`config.mk`:
```
export PLATFORM = sky130hd
export DESIGN_NAME = exc_priority
export DESIGN_NICKNAME = d
export VERILOG_FILES = /design/src/source/trap_pkg.sv /design/src/source/exc_priority.sv
export VERILOG_INCLUDE_DIRS = /design/src /design/src/source
export SDC_FILE = /design/constraint.sdc
export NUM_CORES = 1
export LEC_CHECK = 0
export BUFFER_PORTS_ARGS = -buffer_cell sky130_fd_sc_hd__buf_4
export CORE_AREA = 2 2 39 41
export DETAILED_ROUTE_END_ITERATION = 16
export DIE_AREA = 0 0 41 43
export GPL_TIMING_DRIVEN = 1
export PLACE_DENSITY_LB_ADDON = 0.12
export SLEW_MARGIN = 20
export SYNTH_ARGS = -nofsm -noshare
export SYNTH_HDL_FRONTEND = slang
export SYNTH_SLANG_ARGS = --single-unit
```
`constraint.sdc`:
```
create_clock -name vclk -period 2.4
set_input_delay 0.12 -clock vclk [all_inputs]
set_output_delay 0.12 -clock vclk [all_outputs]
set_load 0.01 [all_outputs]
```
`src/source/trap_params.svh`:
```
/*
  Trap checker parameters
  Widths of the PC and cause code, the number of checked exception kinds,
  the RISC-V cause codes of those kinds and their bit positions in a kind mask
*/

`ifndef TRAP_PARAMS_SVH
`define TRAP_PARAMS_SVH

// Width of a PC or an mepc value
`define TRAP_PC_WIDTH     32
// Number of synchronous exception kinds under check
`define TRAP_NUM_KINDS    5
// Exception code field of mcause, without the interrupt bit
`define TRAP_CODE_WIDTH   6

// Cause codes as written by the CSR block on a cause-save
`define TRAP_CODE_ILLEGAL 6'd2
`define TRAP_CODE_ECALL   6'd11
`define TRAP_CODE_EBRK    6'd3
`define TRAP_CODE_BUS_ERR 6'd48
`define TRAP_CODE_MPU_ERR 6'd1

// Bit position of each kind inside a kind mask
`define TRAP_KIND_ILLEGAL 0
`define TRAP_KIND_ECALL   1
`define TRAP_KIND_EBRK    2
`define TRAP_KIND_BUS_ERR 3
`define TRAP_KIND_MPU_ERR 4

`endif

```
`src/source/trap_pkg.sv`:
```
/*
  Trap checker package
  Vector types for PCs, cause codes and kind masks, and the state
  encoding of the single-step checker
*/

`include "trap_params.svh"

package trap_pkg;

  //////////////////////////////////////////////////
  // Vector types
  //////////////////////////////////////////////////

  // A program counter or a saved mepc
  typedef logic [`TRAP_PC_WIDTH-1:0] pc_t;

  // Exception code of a cause-save, interrupt bit excluded
  typedef logic [`TRAP_CODE_WIDTH-1:0] cause_code_t;

  // One bit per checked exception kind, see the TRAP_KIND_* positions
  typedef logic [`TRAP_NUM_KINDS-1:0] kind_mask_t;

  //////////////////////////////////////////////////
  // Step checker states
  //////////////////////////////////////////////////

  // RUN waits for a stepped retirement
  // STEPPED has seen one retirement and expects debug mode next
  // IRQ_EXCUSED holds off checking until debug mode after an interrupt
  typedef enum logic [1:0] {
    RUN         = 2'd0,
    STEPPED     = 2'd1,
    IRQ_EXCUSED = 2'd2
  } step_state_e;

endpackage

```
`src/source/exc_priority.sv`:
```
/*
  Exception classifier
  Maps a retiring instruction and a CSR cause-save onto one-hot exception
  kinds, applying the trap priority of the core and the suppression rules
  for interrupts, debug requests, NMI and debug mode
*/

`timescale 1ns/1ps

`include "trap_params.svh"

module exc_priority (
  input  logic                    wb_valid_i,
  input  logic                    wb_illegal_i,
  input  logic                    wb_ecall_i,
  input  logic                    wb_ebrk_i,
  input  logic                    wb_bus_err_i,
  input  logic                    wb_mpu_err_i,
  input  logic                    irq_ack_i,
  input  logic                    debug_req_i,
  input  logic                    nmi_i,
  input  logic                    debug_mode_i,
  input  logic                    save_cause_i,
  input  logic                    cause_irq_i,
  input  trap_pkg::cause_code_t   cause_code_i,
  output trap_pkg::kind_mask_t    retire_kind_o,
  output trap_pkg::kind_mask_t    cause_kind_o
);

  //////////////////////////////////////////////////
  // Retirement side
  //////////////////////////////////////////////////

  // Retirement that may trap, ignoring debug mode (used by ebreak)
  logic ret_any_mode;
  // Retirement that may trap outside debug mode (all other kinds)
  logic ret_no_debug;

  // Winner of the priority chain, before the suppression terms
  logic mpu_win;
  logic bus_win;
  logic ill_win;
  logic ecall_win;
  logic ebrk_win;

  // An interrupt being taken, an allowed debug request or an NMI
  // replaces the trap of the instruction in writeback
  assign ret_any_mode = wb_valid_i && !irq_ack_i && !debug_req_i && !nmi_i;
  assign ret_no_debug = ret_any_mode && !debug_mode_i;

  // Fetch faults come first, MPU before bus error
  assign mpu_win   = wb_mpu_err_i;
  assign bus_win   = wb_bus_err_i && !wb_mpu_err_i;
  // Decode faults only count when the fetch itself was clean
  assign ill_win   = wb_illegal_i && !wb_bus_err_i && !wb_mpu_err_i;
  assign ecall_win = wb_ecall_i && !wb_illegal_i && !wb_bus_err_i && !wb_mpu_err_i;
  assign ebrk_win  = wb_ebrk_i && !wb_ecall_i && !wb_illegal_i &&
                     !wb_bus_err_i && !wb_mpu_err_i;

  always_comb begin
    retire_kind_o = '0;
    retire_kind_o[`TRAP_KIND_MPU_ERR] = ret_no_debug && mpu_win;
    retire_kind_o[`TRAP_KIND_BUS_ERR] = ret_no_debug && bus_win;
    retire_kind_o[`TRAP_KIND_ILLEGAL] = ret_no_debug && ill_win;
    retire_kind_o[`TRAP_KIND_ECALL]   = ret_no_debug && ecall_win;
    // An ebreak is recorded in debug mode as well
    retire_kind_o[`TRAP_KIND_EBRK]    = ret_any_mode && ebrk_win;
  end

  //////////////////////////////////////////////////
  // Cause-save side
  //////////////////////////////////////////////////

  // Interrupt causes are of no interest here, and unknown codes map to nothing
  always_comb begin
    cause_kind_o = '0;
    if (save_cause_i && !cause_irq_i) begin
      case (cause_code_i)
        `TRAP_CODE_ILLEGAL: cause_kind_o[`TRAP_KIND_ILLEGAL] = 1'b1;
        `TRAP_CODE_ECALL:   cause_kind_o[`TRAP_KIND_ECALL]   = 1'b1;
        `TRAP_CODE_EBRK:    cause_kind_o[`TRAP_KIND_EBRK]    = 1'b1;
        `TRAP_CODE_BUS_ERR: cause_kind_o[`TRAP_KIND_BUS_ERR] = 1'b1;
        `TRAP_CODE_MPU_ERR: cause_kind_o[`TRAP_KIND_MPU_ERR] = 1'b1;
        default:            cause_kind_o = '0;
      endcase
    end
  end

endmodule

```
==> results.md <==
- The flow ran to the end, and the final reports show no timing, DRC or antenna violations.
- Data on the critical path arrives at its endpoint at 1.22 ns.
- The number of hold violations in the final report is 0.
- Synthesis produced a netlist whose cell count is 23.
- Across the VDD grid, the largest voltage drop is 0.0000373 V.
- The final worst slack is 1.06 ns.
- The placer congestion estimate is 0.711.
- The area of the core is 1380 um^2.
- The post-synthesis simple-gate area fraction is 94.0%.
- The synthesized netlist devotes 0% of its cell area to XOR and XNOR gates.
- Power spread over the standard cell area amounts to 98.0 nW/um^2.
- The share of synthesized area in the top cell type comes to 19.9%.
- The reported max-cap violation count is 0.
- STA classifies the critical path endpoint as an output port.
- The die outline height is 43 um.
- Setup repair after global routing left no endpoint under its margin.
- The startpoint identified for the worst hold timing path is wb_ecall_i.
- The total setup violations reported at the end of the flow is 0.
- The via count of the first global-routing pass came to 245.
- The pre-antenna-repair detailed-routing pass consisted of 3 iterations.
- At the pin with the least slew margin, the transition time is 0.216 ns.
- The synthesized netlist devotes 0% of its cell area to adder and majority cells.
- Sequential cells placed in the final layout were counted as 0.
- Summing every instance area after synthesis gives 189 um^2.
- Adding up every negative setup slack in the final design gives 0 ns.
- The net count reported at finish is 71.
- The setup slack at placement is 1.05 ns.
- The area taken by flip-flops and latches is 0 um^2.
- The wire length per cell after detailed routing is 10.0 um.
- The startpoint type of the worst setup path is an input port.
- The synthesized netlist devotes 0% of its cell area to compound gates.
- The net count of the mapped netlist is 41.
- The row count is 14.
- The number of I/O port buffers is 28.
- In the post-synthesis netlist, the biggest area contributors are nor4_2, nor3_1, nor4b_4, or4b_1, or3b_1.
- During I/O placement, the number of pins put on the boundary was 28.
- For this run, the total global-route usage over all layers was measured as 7.49%.
- The number of gates resized after CTS is 0.
- The final routed DRC violation total is 0.
- Along the worst hold path, the cell count comes to 3.
- The min-delay analysis places its worst path in the category input port to output port.
- The number of antenna-violating nets in the routed design is 0.
- The worst-path cell with the longest stage delay is or4b_4.
- After synthesis, the mean cell area works out to 8.21 um^2.
- The largest driver fanout on the critical path is 5.
- The part of the Yosys area used for sequential elements is 0%.
- The floorplan step defined a die boundary enclosing 1760 um^2.
- The placed instance count is 67.
- The leakage dissipation is 0.189 nW.
- 0 antenna diodes ended up in the layout.
- In this run the horizontal extent of the chip is 41 um.
- The count of warnings emitted by yosys is 0.
- In this run, the number of DRC markers left after iteration 0 of detailed routing was 3.
- The HPWL after detailed placement is 626 um.
- The count of buffer and inverter cells on the critical path is 2.
- The first global-routing pass estimated 993 um of wire.
- The largest single stage delay on the critical path is 0.58 ns.
- Measured against its own limit, the worst slew margin works out to 85.5%.
- The layout has 0 clock buffers.
- The number of different library cells in the post-synthesis netlist is 12.
- Traced cell by cell, the critical path runs through buf_4 > or4b_4 > nor4_2 > buf_4.
- The maximum number of pins on one net before global-route repair is 6.
- The cell type with the highest occurrence count on the critical path is buf_4.
- The fraction of final layout cells with drive strength greater than 1 is 66.7%.
- Measured against the total synthesized area, the mux share comes to 0%.
- The path with the worst hold slack has its endpoint at retire_kind_o[2].
- The aggregate routed wire length is 672 um.
- The gate family responsible for the most delay along the worst path is simple AND/OR/NAND/NOR gates.
- The number of setup buffers added after CTS is 0.
- The number of pins with negative max-slew slack in the final report is 0.
- The maximum clock frequency is 0.745 GHz.
- The category of the most critical setup path is input port to output port.
- The final cycle utilization of the critical path is 55.9%.
- For this design, the CTS-stage hold fixing added 0 buffers.
- nor4_2 takes more of the synthesized area than any other cell.
- At the worst endpoint, the required time is 2.28 ns.
- The final critical delay including setup and external delays is 1.34 ns.
- Once the floorplan was initialized, standard cells occupied 13.7% of the core.
- Relative to the synthesized area, the layout overhead comes to 122%.
- The dominant combinational cell family by area after synthesis is simple AND/OR/NAND/NOR gates.
- The via count of the routed design is 277.
- The number of standard cells in the final layout excluding fillers is 67.
- The remaining global-route overflow is 0.
- The routed via count divided by cell count is 4.13.
- The initial antenna violation count is 0.
-- metrics by stage --
| step | hold slack, ns | power (W) | utilization [%] | instance area, um^2 |
|---|---|---|---|---|
| 5_1_grt | 0.504 | 0.0000442 | 30.3 | 419 |
| 3_3_place_gp | 0.499 | 0.0000419 | 30.3 | 419 |
| 6_report | 0.495 | 0.0000411 | 30.3 | 419 |
| 2_1_floorplan | 0.266 | 0.0000110 | - | 189 |
| 3_5_place_dp | 0.498 | 0.0000412 | 30.3 | 419 |
| 4_1_cts | 0.498 | 0.0000413 | 30.3 | 419 |
-- Yosys cell counts --
library cell / n
nor3_1: 5
inv_1: 3
nor4_2: 3
or3_1: 2
or3b_1: 2
or4b_1: 2
nand2_1: 1
nand3b_1: 1
nor3b_1: 1
nor4b_4: 1
or3b_2: 1
or4b_4: 1
-- worst max path at each step --
| stage | slack (ns) | end | start | depth (start not counted) |
|---|---|---|---|---|
| final | 1.06 | retire_kind_o[1] | irq_ack_i | 4 |
| after global routing | 1.0 | retire_kind_o[1] | irq_ack_i | 4 |
| after CTS | 1.05 | retire_kind_o[1] | irq_ack_i | 4 |
| after detailed placement | 1.05 | retire_kind_o[1] | irq_ack_i | 4 |
| after global placement | 1.05 | retire_kind_o[1] | irq_ack_i | 4 |
| after floorplan | 1.23 | retire_kind_o[4] | irq_ack_i | 2 |
-- where the power goes --
group          switching [W]  total (W)  leakage, nW  internal [W]
Sequential                 0          0            0             0
Clock                      0          0            0             0
Combinational      0.0000154  0.0000411        0.189     0.0000257
-- placed cells by master (no fill, tap or decap) --
cell      synthesis  final
nand3b_1          1      1
or4b_1            2      2
or3b_1            2      2
or3b_2            1      1
nor4_2            3      3
or4b_4            1      1
nor3_1            5      5
inv_1             3      3
or3_1             2      2
nor4b_4           1      1
buf_4             0     28
nand2_1           1      1
nor3b_1           1      1
-- metal layers --
metal	wire length, um	global-route usage, %	vias to the layer above
li1	-	-	150
met1	252	9.81	127
met2	419	13.8	0
met3	0	0	0
met4	0	0	0
met5	0	0	-
-- layout make-up --
| class | count | area (um^2) |
|---|---|---|
| timing repair buffer | 28 | 210 |
| tap | 16 | 20.0 |
| multi-input combinational | 20 | 178 |
| inverter | 3 | 11.3 |
| fill | 154 | 965 |
-- kinds of logic (layout without fill, tap and decap cells) --
group / after synthesis / in the layout
buffers and inverters: 3 / 31
and+or+nand+nor: 20 / 20
Power figures use the tool's default switching activity.
